### src/source/armTrap_config.svh
`ifndef ARMTRAP_CONFIG_SVH
`define ARMTRAP_CONFIG_SVH

// Widths fixed by the architecture

// Exception vector slot index
// Eight slots, slot 5 unused
`define TRAP_VEC_WIDTH 3

// Saved PC offset select
// Covers PC+8, PC+0 and PC+4
`define TRAP_PCSEL_WIDTH 2

// Event sources feeding the vector priority
// Reset, fiq, irq, data abort, prefetch abort, undefined, swi
`define TRAP_CAUSE_COUNT 7

`endif
### src/source/pipeCtrlPkg.sv
package pipeCtrlPkg;

  // Trap sequencer states
  // ready is the normal running state
  // dataAbort2 is the second cycle of a data abort
  // intE, intM, intW follow the last good instruction down the pipe
  typedef enum logic [2:0] {
    ready      = 3'd0,
    dataAbort2 = 3'd1,
    intE       = 3'd2,
    intM       = 3'd3,
    intW       = 3'd4
  } seqStateT;

  // Per stage flush requests, D is the MSB
  typedef struct packed {
    logic d;
    logic e;
    logic m;
    logic w;
  } flushT;

  // Status coming back from the hazard unit
  // stallD holds off entry into an interrupt
  // pcWrPendingF means a PC write is still in flight
  // pcUpdateW marks a PC write retiring in W
  typedef struct packed {
    logic stallD;
    logic stallE;
    logic pcWrPendingF;
    logic pcUpdateW;
  } pipeStatusT;

endpackage

### src/source/trapCausePkg.sv
`include "armTrap_config.svh"

package trapCausePkg;

  // Synchronous causes raised by the instruction in E
  // All three trap in a single cycle
  typedef struct packed {
    logic undefinedInstr;
    logic swi;
    logic prefetchAbort;
  } trapCauseT;

  // ARM vector table slots
  // Slot 5 is the unused address exception slot
  typedef enum logic [`TRAP_VEC_WIDTH-1:0] {
    vecReset         = 3'd0,
    vecUndef         = 3'd1,
    vecSwi           = 3'd2,
    vecPrefetchAbort = 3'd3,
    vecDataAbort     = 3'd4,
    vecIrq           = 3'd6,
    vecFiq           = 3'd7
  } trapVectorT;

  // Offset applied to the PC in D when it is saved into the link register
  // Normal flow wants PC+8
  // Synchronous traps and data abort want the faulting address
  // Interrupts return to the instruction after the last one completed
  typedef enum logic [`TRAP_PCSEL_WIDTH-1:0] {
    pcPlus8 = 2'd0,
    pcPlus0 = 2'd1,
    pcPlus4 = 2'd2
  } pcOffsetT;

endpackage

### src/source/armTrap.sv
module armTrap
  import trapCausePkg::*;
  import pipeCtrlPkg::*;
(
  input  logic       clk,
  input  logic       reset,
  input  trapCauseT  causeE,
  input  logic       dataAbort,
  input  logic       irq,
  input  logic       fiq,
  input  logic       irqEnabled,
  input  logic       fiqEnabled,
  input  pipeStatusT pipe,
  output trapCauseT  causeM,
  output flushT      flush,
  output logic       stallD,
  output logic       resetMicrop,
  output logic       interrupting,
  output logic       dataAbortCycle2,
  output logic       irqAssert,
  output logic       fiqAssert,
  output trapVectorT vector,
  output logic       savePc,
  output pcOffsetT   pcSelect
);

  // Between decode and sequencer
  logic interruptPending;
  logic unstallD;

  // Into the vector block
  logic fiqPending;
  logic intTake;

  // Enable sync, cause delay and pending interrupt
  trapDecode uDecode (
    .clk              (clk),
    .reset            (reset),
    .causeE           (causeE),
    .irq              (irq),
    .fiq              (fiq),
    .irqEnabled       (irqEnabled),
    .fiqEnabled       (fiqEnabled),
    .pipe             (pipe),
    .causeM           (causeM),
    .interruptPending (interruptPending),
    .fiqPending       (fiqPending),
    .unstallD         (unstallD)
  );

  // Flush and stall FSM
  trapSequencer uSequencer (
    .clk              (clk),
    .reset            (reset),
    .dataAbort        (dataAbort),
    .causeE           (causeE),
    .interruptPending (interruptPending),
    .unstallD         (unstallD),
    .pipe             (pipe),
    .flush            (flush),
    .stallD           (stallD),
    .resetMicrop      (resetMicrop),
    .interrupting     (interrupting),
    .dataAbortCycle2  (dataAbortCycle2),
    .intTake          (intTake)
  );

  // Vector priority and PC save select
  trapVector uVector (
    .reset           (reset),
    .causeE          (causeE),
    .dataAbortCycle2 (dataAbortCycle2),
    .intTake         (intTake),
    .fiqPending      (fiqPending),
    .vector          (vector),
    .savePc          (savePc),
    .pcSelect        (pcSelect),
    .irqAssert       (irqAssert),
    .fiqAssert       (fiqAssert)
  );

endmodule

### src/source/trapVector.sv
`include "armTrap_config.svh"

module trapVector
  import trapCausePkg::*;
(
  input  logic       reset,
  input  trapCauseT  causeE,
  input  logic       dataAbortCycle2,
  input  logic       intTake,
  input  logic       fiqPending,
  output trapVectorT vector,
  output logic       savePc,
  output pcOffsetT   pcSelect,
  output logic       irqAssert,
  output logic       fiqAssert
);

  // Active events, MSB has the highest priority
  logic [`TRAP_CAUSE_COUNT-1:0] events;

  // Any synchronous cause present in E
  logic syncCause;

  // FIQ beats IRQ when both are pending at the take
  assign fiqAssert = intTake & fiqPending;
  assign irqAssert = intTake & ~fiqPending;

  assign events = {reset, fiqAssert, irqAssert, dataAbortCycle2,
                   causeE.prefetchAbort, causeE.undefinedInstr, causeE.swi};

  assign syncCause = |causeE;

  // Every vectored event also saves the PC
  assign savePc = |events;

  // Fixed priority vector select
  always_comb begin
    if (events[6]) begin
      vector = vecReset;
    end else if (events[5]) begin
      vector = vecFiq;
    end else if (events[4]) begin
      vector = vecIrq;
    end else if (events[3]) begin
      vector = vecDataAbort;
    end else if (events[2]) begin
      vector = vecPrefetchAbort;
    end else if (events[1]) begin
      vector = vecUndef;
    end else if (events[0]) begin
      vector = vecSwi;
    end else begin
      vector = vecReset;
    end
  end

  // Which PC offset goes to the link register
  always_comb begin
    if (irqAssert || fiqAssert) begin
      pcSelect = pcPlus4;
    end else if (syncCause || dataAbortCycle2) begin
      pcSelect = pcPlus0;
    end else begin
      pcSelect = pcPlus8;
    end
  end

endmodule

### src/source/trapSequencer.sv
module trapSequencer
  import trapCausePkg::*;
  import pipeCtrlPkg::*;
(
  input  logic       clk,
  input  logic       reset,
  input  logic       dataAbort,
  input  trapCauseT  causeE,
  input  logic       interruptPending,
  input  logic       unstallD,
  input  pipeStatusT pipe,
  output flushT      flush,
  output logic       stallD,
  output logic       resetMicrop,
  output logic       interrupting,
  output logic       dataAbortCycle2,
  output logic       intTake
);

  seqStateT state;
  seqStateT nextState;

  // Any synchronous cause present in E
  logic syncCause;

  assign syncCause = |causeE;

  // State register
  always_ff @(posedge clk) begin
    if (reset) begin
      state <= ready;
    end else begin
      state <= nextState;
    end
  end

  // Mealy next state, flush pattern and D stall
  always_comb begin
    nextState = ready;
    flush     = '0;
    stallD    = 1'b0;
    case (state)
      ready: begin
        if (dataAbort) begin
          // Abort seen in M, kill everything behind it
          // D is stalled so its flush does not matter yet
          flush     = 4'b1111;
          stallD    = 1'b1;
          nextState = dataAbort2;
        end else if (syncCause) begin
          // Single cycle trap from E
          // Drop the instruction in D and the bubble going to M
          flush     = 4'b1010;
          nextState = ready;
        end else if (interruptPending) begin
          // Wait until D is free to move before starting the walk
          nextState = pipe.stallD ? ready : intE;
        end else begin
          nextState = ready;
        end
      end
      dataAbort2: begin
        // PC gets saved this cycle, clear D and the tail again
        flush     = 4'b1011;
        nextState = ready;
      end
      intE: begin
        // Last good instruction sits in E
        // PC writes stall the whole front, so hold while one is pending
        flush  = 4'b0100;
        stallD = 1'b1;
        if (!interruptPending) begin
          nextState = ready;
        end else if (pipe.stallE || pipe.pcWrPendingF) begin
          nextState = intE;
        end else begin
          nextState = intM;
        end
      end
      intM: begin
        // Last good instruction in M
        // Release D if a branch target must get in
        flush  = 4'b0100;
        stallD = !unstallD;
        if (!interruptPending) begin
          nextState = ready;
        end else if (pipe.stallE) begin
          nextState = intM;
        end else begin
          nextState = intW;
        end
      end
      intW: begin
        // Last good instruction retires, interrupt is taken here
        flush = 4'b1000;
        if (!interruptPending) begin
          nextState = ready;
        end else if (pipe.stallE) begin
          nextState = intW;
        end else begin
          nextState = ready;
        end
      end
      default: begin
        nextState = ready;
      end
    endcase
  end

  // Micro-op sequence is abandoned on a data abort
  assign resetMicrop = dataAbort;

  // Phase flags for the vector block and the datapath
  assign interrupting    = (state != ready);
  assign dataAbortCycle2 = (state == dataAbort2);
  assign intTake         = (state == intW);

endmodule

### src/source/trapDecode.sv
module trapDecode
  import trapCausePkg::*;
  import pipeCtrlPkg::*;
(
  input  logic       clk,
  input  logic       reset,
  input  trapCauseT  causeE,
  input  logic       irq,
  input  logic       fiq,
  input  logic       irqEnabled,
  input  logic       fiqEnabled,
  input  pipeStatusT pipe,
  output trapCauseT  causeM,
  output logic       interruptPending,
  output logic       fiqPending,
  output logic       unstallD
);

  // Enables after the rising edge sync
  logic irqEnSync;
  logic fiqEnSync;

  // Status register writes land on the falling edge
  // Resample the enables here so the sequencer sees a clean level
  always_ff @(posedge clk) begin
    if (reset) begin
      irqEnSync <= 1'b0;
      fiqEnSync <= 1'b0;
    end else begin
      irqEnSync <= irqEnabled;
      fiqEnSync <= fiqEnabled;
    end
  end

  // Carry the E causes one stage further
  // Status register save happens with the trap in M,
  // after the last good instruction had its chance to set flags
  always_ff @(posedge clk) begin
    if (reset) begin
      causeM <= '0;
    end else begin
      causeM <= causeE;
    end
  end

  // Remember a PC write retiring in W while E is moving
  // Lets a branch target slip into D during the intM phase
  always_ff @(posedge clk) begin
    if (reset) begin
      unstallD <= 1'b0;
    end else if (!pipe.stallE) begin
      unstallD <= pipe.pcUpdateW;
    end
  end

  // FIQ request gated by its synced enable
  assign fiqPending = fiq & fiqEnSync;

  // Any enabled request starts or keeps the interrupt walk
  assign interruptPending = fiqPending | (irq & irqEnSync);

endmodule

### config.mk
export PLATFORM = sky130hd
export DESIGN_NAME = armTrap
export DESIGN_NICKNAME = d
export VERILOG_FILES = /design/src/source/pipeCtrlPkg.sv /design/src/source/trapCausePkg.sv /design/src/source/armTrap.sv /design/src/source/trapVector.sv /design/src/source/trapSequencer.sv /design/src/source/trapDecode.sv
export VERILOG_INCLUDE_DIRS = /design/src /design/src/source
export SDC_FILE = /design/constraint.sdc
export NUM_CORES = 1
export LEC_CHECK = 0
export ABC_AREA = 1
export BUFFER_PORTS_ARGS = -buffer_cell sky130_fd_sc_hd__buf_2
export CORE_AREA = 2 2 39 41
export DETAILED_ROUTE_END_ITERATION = 8
export DIE_AREA = 0 0 41 43
export GPL_TIMING_DRIVEN = 0
export PLACE_DENSITY_LB_ADDON = 0.12
export SLEW_MARGIN = 25
export SYNTH_ARGS = -nofsm -noshare
export SYNTH_HDL_FRONTEND = slang
export SYNTH_SLANG_ARGS = --single-unit
export TNS_END_PERCENT = 100
### constraint.sdc
create_clock -name clk -period 2.4 [get_ports clk]
set_clock_uncertainty 0.05 [all_clocks]
set_input_delay 0 -clock clk [delete_from_list [all_inputs] [get_ports clk]]
set_output_delay 0 -clock clk [all_outputs]
set_load 0.005 [all_outputs]
==> results of run 1 <==
==> synthesized netlist by cell type <==
library cell  instances
nand2_1              19
nor2_1               12
inv_1                10
dfxtp_1               9
nand3_1               6
a21oi_1               5
inv_2                 4
nor2_2                3
o21ai_0               3
nor2_4                2
a21oi_2               1
a31oi_1               1
buf_1                 1
buf_4                 1
nand3_2               1
nor3_1                1
nor3_2                1
==> worst min path at each step <==
stage | startpoint | to | cells after the start
2_1_floorplan | fiq | irqAssert | 1
3_3_place_gp | fiqEnabled | uDecode.fiqEnSync | 3
3_5_place_dp | reset | uSequencer.state[1] | 2
4_1_cts | pipe[3] | uSequencer.state[1] | 6
5_1_grt | pipe[3] | uSequencer.state[1] | 6
6_report | pipe[3] | uSequencer.state[1] | 6
==> layout make-up <==
cell class | count | share of cell area, %
Buffer | 2 | 1.39
Tap cell | 16 | 2.48
Timing Repair Buffer | 41 | 31.0
Multi-Input combinational cell | 55 | 33.1
Clock buffer | 4 | 3.25
Inverter | 14 | 6.50
Sequential cell | 9 | 22.3
==> per-layer routing <==
metal  vias to the layer above  wire length, um  track usage, %
met1                       281              573            20.7
met3                         2               81            2.09
met5                         -                0               0
met4                         0                6            10.0
met2                        25              723            29.7
li1                        335                -               -
==> report_power, final <==
part	leakage [nW]	total (mW)	switching [mW]	internal [mW]
clock	0.0150	0.120	0.0558	0.0642
combinational	0.338	0.0777	0.0381	0.0396
sequential	0.0743	0.159	0.00294	0.156
total	0.427	0.356	0.0969	0.260
==> through the flow <==
stage | worst slack [ps] | area [um^2] | power (mW) | utilization [%]
floorplan | 1380 | 512 | 0.196 | -
global placement | 1280 | 692 | 0.228 | 50.0
detailed placement | 1260 | 692 | 0.229 | 50.0
CTS | 961 | 808 | 0.365 | 58.4
global route | 841 | 808 | 0.383 | 58.4
finish | 938 | 808 | 0.356 | 58.4
==> logic make-up (layout without fill, tap and decap cells) <==
family                 count (synthesis)  in the layout
buffers and inverters                 16             61
DFF                                    9              9
and+or+nand+nor                       45             45
AOI/OAI and AO/OA                     10             10
==> worst max-delay path: stages <==
cell,delay [ps]
dlygate4sd3_1,540
buf_2,140
nor2_1,180
nand2_1,120
o21ai_0,210
nand3_1,80
buf_2,130
==> sequential cells by signal, summed over array words and instances, names as in the netlist <==
name               cells
uDecode.causeM         3
uDecode.fiqEnSync      1
uDecode.irqEnSync      1
uDecode.unstallD       1
uSequencer.state       3
==> out/qor.txt, run 1 <==
Run status: complete, no violations
Pwr Density: 441 nW/um^2
Grt total ovfl: 0
Synth top area cells: dfxtp_1 (35%), nand2_1 (14%), nor2_1 (8.8%)
Worst setup path endpoint: flush[3]
CP Capture Type: primary output
FILL cells: 140
Post-synth net total: 94
Max Freq: 684 MHz
Synth warn: 0
Die width: 41 um
Global-route wire length before repair: 2.15 mm
Worst-Margin Slew: 472 ps
Leak Pwr: 0.427 nW
Die height: 43 um
Register area: 180 um^2
TritonCTS Buffers: 3
# rows: 14
Peak supply drop: 261 uV
Yosys top cell area share: 35.2%
Commonest non-fill, non-tap cell in the layout: buf_2
WS Path Type: in2out
Period utilization: 60.9%
Adder-cell share of the synthesized area: 0%
Port buffer count: 32
CP required: 2350 ps
Final hold viol count: 0
Final setup viols: 0
Synth area leader: dfxtp_1
Worst R2R Start: uSequencer.state[2]
Core Region: 1380 um^2
Crit Reg-Reg Endpoint: uSequencer.state[0]
# resized after CTS: 0
Dpl cells: 128
# DRC: 0
Vias per inst: 4.56
Routed WL: 1.38 mm
Hold Crit Class: in2reg
Largest family of logic cells by synthesized area: simple AND/OR/NAND/NOR gates
Hold buffers post-CTS: 9
FF+latch count, synth: 9
Final Wtd Congestion: 0.786
Normalized max-slew margin: 68.5%
Setup crit start: causeE[2]
Non-Filler Instances: 141
Routed WL per cell: 9.82 um
Detail Route Antenna Nets: 0
Nets@finish: 140
Multiplexer area fraction after synthesis: 0%
Layout area overhead: 57.9%
Register area share after synthesis: 35.2%
Worst skew pair latency: 260 ps
GR Util All Layers: 17.9%
Mapped Area: 512 um^2
Dpl hpwl: 974 um
Mean Syn Cell Area: 6.40 um^2
Clk buf depth: 2
Htree depth: 1
Period minus WS final: 1460 ps
Post-synthesis simple-gate area fraction: 41.6%
Initial antenna violation count: 0
Clock Sinks: 9
Post-CTS setup buffer count: 0
Max_cap viols: 0
WP data arrival: 1410 ps
Compound-Gate Fraction of Synth Area: 10.8%
CTS Root Cell: clkbuf_4
Number of global-route vias before repair: 576
First DRT Iteration DRCs: 9
Area of the multi-input gates: 268 um^2
Crit-path max FO: 3
DR pass1 iterations: 4
WHS: 36.9 ps
CTS tree: done
Total number of vias: 643
Synth cell types: 17
Initial Utilization: 37.0%
Worst reg-to-reg setup slack: 1290 ps
IO Pins: 33
RSZ-0062 raised after global routing: false
Share of layout cells above drive strength 1: 38.4%
Startpoint types: primary input
Most frequent cells in the layout: buf_2 (32), nand2_1 (19), nor2_1 (12)
Largest net degree at the start of global routing: 11
Setup TNS: 0 ps
Synthesized instance count: 80
Worst r2r path cells: 7
Ant diodes: 0
Max-slew violation count: 0
Clock-pin slew on the worst setup and hold paths: 60 ps
Die area: 1760 um^2
Post-synthesis xor/xnor area fraction: 0%
No activity file was read; power rests on OpenSTA's default activity.
==> inputs of run 2 (changes only) <==
Settings changed: CORE_AREA 2 2 39 41 to not set, CORE_MARGIN set to 2, CORE_UTILIZATION set to 39, DIE_AREA 0 0 41 43 to not set.
Clock period 2.4 ns to 1.5 ns, I/O delays scaled along.
==> out/qor.txt, run 2 (same netlist as run 1, synthesis figures left out) <==
Period utilization: 93.3%
Final setup viols: 0
Clock-pin slew on the worst setup and hold paths: 70 ps
Nets@finish: 140
Run status: complete, no violations
Initial Utilization: 40.3%
Fin util: 64.2%
Die area: 1620 um^2
Clock Sinks: 9
WHS: 13.7 ps
Share of layout cells above drive strength 1: 40.0%
Dpl cells: 127
Pwr Density: 710 nW/um^2
CTS Root Cell: clkbuf_4
Number of global-route vias before repair: 523
Largest net degree at the start of global routing: 11
Final Wtd Congestion: 0.815
Worst r2r path cells: 7
GR Util All Layers: 18.8%
Core Region: 1270 um^2
Die width: 40.2 um
Commonest non-fill, non-tap cell in the layout: buf_2
# rows: 13
# DRC: 0
Htree depth: 1
CP Capture Type: primary output
Worst skew pair latency: 270 ps
Clk buf depth: 2
Worst-Margin Slew: 449 ps
Leak Pwr: 0.431 nW
Peak supply drop: 487 uV
Startpoint types: flop
Total number of vias: 647
Hold Crit Class: in2reg
CP required: 1450 ps
Final hold viol count: 0
Worst hold stages: 6
Placed cell areas: 691 um^2
Normalized max-slew margin: 70.0%
Routed WL: 1.29 mm
Crit-path max FO: 6
Max_cap viols: 0
TritonCTS Buffers: 3
RSZ-0062 raised after global routing: false
Initial antenna violation count: 0
Non-Filler Instances: 140
CTS tree: done
Ant diodes: 0
WP data arrival: 1350 ps
Global-route wire length before repair: 1.96 mm
Period minus WS final: 1400 ps
Routed WL per cell: 9.18 um
WS Path Type: reg2out
IO Pins: 33
Final setup margin: 100 ps
Die height: 40.2 um
Grt total ovfl: 0
Most frequent cells in the layout: buf_2 (32), nand2_1 (19), nor2_1 (12)
Max Freq: 714 MHz
Leading registers by flop count: uDecode.causeM x3, uSequencer.state x3
Dpl hpwl: 968 um
First DRT Iteration DRCs: 6
Port buffer count: 32
Vias per inst: 4.62
Max-slew violation count: 0
Total Power: 0.578 mW
Detail Route Antenna Nets: 0
DR pass1 iterations: 4
Design Area, Final: 815 um^2
Layout area overhead: 59.2%
Pre-CTS setup slack: 374 ps
Setup TNS: 0 ps
run 2: worst paths after layout:
check / start / endpoint / slack, ps
setup / recovery: uSequencer.state[1] / vector[0] / 100
hold / removal: pipe[3] / uSequencer.state[1] / 10
setup reg to reg: uSequencer.state[2] / uSequencer.state[0] / 390
hold reg to reg: uDecode.unstallD / uDecode.unstallD / 420
run 2: area by class of cell:
cell class | instances | area (um^2)
timing repair buffer | 41 | 250
tap | 15 | 18.8
sequential | 9 | 183
inverter | 14 | 52.6
clock buffer | 4 | 26.3
multi-input combinational | 55 | 273
buffer | 2 | 11.3
fill | 131 | 454
run 2: critical path: stages (launching register included):
cell and delay, ps:
dfxtp_2 380, inv_1 90, nand3_2 140, inv_2 50
nor2_2 160, a21oi_2 70, nor2_2 70, buf_2 110
run 2: repair_timing:
item | 4_1_cts | 5_1_grt
setup buffers | 0 | 0
hold endpoints to repair | 9 | 0
resized for setup | 0 | 4
endpoints found under the setup margin | 0 | 3
hold buffers | 9 | 0
run 2: metal layers:
metal / up-vias / share of wire (%) / GRT usage, %
met1: 283 / 45 / 23.0
li1: 335 / - / -
met3: 5 / 7.8 / 5.00
met2: 24 / 44 / 27.4
met5: - / 0 / 0
met4: 0 / 3.0 / 15.0
run 2: power breakdown:
part	total, mW	leakage [nW]	switching [mW]	internal, mW
combinational	0.125	0.341	0.0605	0.0645
clock	0.199	0.0150	0.0957	0.103
sequential	0.255	0.0752	0.00511	0.249
==> inputs of run 3 (changes only) <==
Settings changed: CELL_PAD_IN_SITES_DETAIL_PLACEMENT set to 0, CELL_PAD_IN_SITES_GLOBAL_PLACEMENT set to 1, CORE_ASPECT_RATIO set to 0.7, CORE_UTILIZATION 39 to 26, SYNTH_HIERARCHICAL set to 1.
==> out/qor.txt, run 3 <==
Run status: complete, no violations
Max Used Layer: met4
Global-route wire length before repair: 2.75 mm
Cell Chain, Critical Path: dlygate4sd3_1, buf_2, nor2_1, nand2_1, o21ai_2, nand2_2, or2_1, buf_2
Largest net degree at the start of global routing: 14
TritonCTS Buffers: 3
Htree depth: 1
Most common cell on crit path: buf_2
Routed met2 length: 681 um
Die height: 43.4 um
Fin util: 44.7%
# rows: 14
Routed WL: 1.68 mm
EDFF count, synth: 0
Detail Route Antenna Nets: 0
Max_cap viols: 0
Period minus WS final: 1430 ps
Hold_sp: reset
Die width: 60.3 um
GR Util All Layers: 14.7%
Vias per inst: 3.95
Clock-pin slew on the worst setup and hold paths: 60 ps
Synth cell types: 20
Clk buf depth: 2
FILL cells: 241
Routed WL per cell: 9.52 um
Setup crit start: causeE[1]
WS Path Type: in2out
Nets@finish: 159
Synth Flop Type: dfxtp_1
Normalized max-slew margin: 82.2%
CTS Root Cell: clkbuf_4
CTS tree: done
Most frequent cells in the layout: buf_2 (32), inv_1 (22), nand2_1 (18)
Final hold viol count: 0
Number of global-route vias before repair: 643
Worst reg-to-reg setup slack: 400 ps
Clock Sinks: 9
Mapped Area: 577 um^2
IO Pins: 33
CP required: 1450 ps
Crit Reg-Reg Endpoint: uSequencer/state[0]
Worst R2R Start: uDecode/fiqEnSync
Worst r2r path cells: 7
Layout area overhead: 64.2%
Worst hold stages: 2
Grt total ovfl: 0
Final Wtd Congestion: 0.766
Worst skew pair latency: 260 ps
Max Freq: 700 MHz
Final setup viols: 0
Synthesized instance count: 97
Startpoint types: primary input
Port buffer count: 32
Die area: 2620 um^2
Core Region: 2120 um^2
Total number of vias: 695
Mean Syn Cell Area: 5.95 um^2
Peak supply drop: 167 uV
Share of layout cells above drive strength 1: 41.0%
# DRC: 0
Initial Utilization: 27.2%
Met1 Wirelength: 863 um
Commonest non-fill, non-tap cell in the layout: buf_2
CP Capture Type: primary output
Met3 WL: 91 um
Hold Crit Class: in2reg
Crit-path max FO: 4
Hold path endpoint: uDecode/causeM[0]
Ant diodes: 0
Critical path's slowest cell: dlygate4sd3_1
Synth top area cells: dfxtp_1 (31%), inv_1 (15%), nand2_1 (12%)
Synth area leader: dfxtp_1
Setup TNS: 0 ps
FF+latch count, synth: 9
Synth warn: 6
Async SR Flop Fraction: 0%
Count leader, synth: inv_1
Worst-Margin Slew: 267 ps
Register area share after synthesis: 31.2%
Dpl hpwl: 1.17 mm
Pwr Density: 614 nW/um^2
Yosys top cell area share: 31.2%
Leak Pwr: 0.543 nW
Max-slew violation count: 0
Post-synth net total: 111
CP peak stage delay: 540 ps
First DRT Iteration DRCs: 13
Synth cell count leaders: inv_1 (23), nand2_1 (19), nor2_1 (16), dfxtp_1 (9), nand3_1 (6)
Total Power: 0.582 mW
Period utilization: 95.2%
Initial antenna violation count: 0
DR pass1 iterations: 4
Leading registers by flop count: uDecode/causeM x3, uSequencer/state x3
WP data arrival: 1380 ps
-- run 3: cell type report --
class	instances	area [um^2]	area share [%]
plain buffers	2	11.3	1.19
clock buffers	3	22.5	2.38
clock inverters	1	5.00	0.528
inverters	27	106	11.2
multi-input cells	59	308	32.5
flip-flops and latches	9	189	19.9
well taps	32	40.0	4.23
repair buffers	43	265	28.0
-- run 3: logic make-up (layout without fill, tap and decap cells) --
family | after synthesis | in the layout | synth area share, %
AO/OA/AOI/OAI | 6 | 6 | 6.94
flip-flops | 9 | 9 | 31.2
AND/OR/NAND/NOR | 53 | 53 | 42.3
buffers and inverters | 29 | 76 | 19.5
-- run 3: critical path: cells and delay by family --
family          cells  cell delay, ps
simple gates        4             440
compound gates      1             120
buf+inv             3             810
-- run 3: per-layer routing --
| metal | up-vias | track usage [%] |
|---|---|---|
| li1 | 381 | - |
| met1 | 289 | 20.4 |
| met2 | 21 | 20.9 |
| met3 | 4 | 3.58 |
| met4 | 0 | 8.00 |
| met5 | - | 0 |
-- run 3: worst max-delay path by stage --
stage,end
finish,flush[3]
CTS,flush[3]
global route,vector[0]
floorplan,flush[3]
detailed placement,flush[3]
global placement,flush[3]
-- run 3: through the flow --
| stage | setup WS (ps) | std cells | instance area [um^2] | hold WS (ps) |
|---|---|---|---|---|
| after floorplan | 324 | 97 | 577 | -31.9 |
| after global placement | 85.0 | 161 | 777 | 155 |
| after detailed placement | 77.3 | 161 | 777 | 158 |
| after CTS | 10.5 | 174 | 912 | 18.7 |
| after global routing | -12.3 | 176 | 947 | 46.0 |
| final | 71.9 | 176 | 947 | 27.4 |
-- run 3: report_power, final --
group / leakage [nW] / switching, mW / total (mW) / internal (mW)
registers: 0.0763 / 0.00395 / 0.250 / 0.246
logic: 0.449 / 0.0727 / 0.145 / 0.0718
clock network: 0.0177 / 0.0884 / 0.187 / 0.0985
-- run 3: what timing repair did --
| action | 4_1_cts | 5_1_grt |
|---|---|---|
| hold buffers | 9 | 0 |
| endpoints found under the setup margin | 10 | 6 |
| resized for setup | 4 | 9 |
| gates cloned | 0 | 0 |
| buffers inserted | 0 | 2 |
| endpoints found under the hold margin | 7 | 0 |
| pin swaps | 0 | 2 |
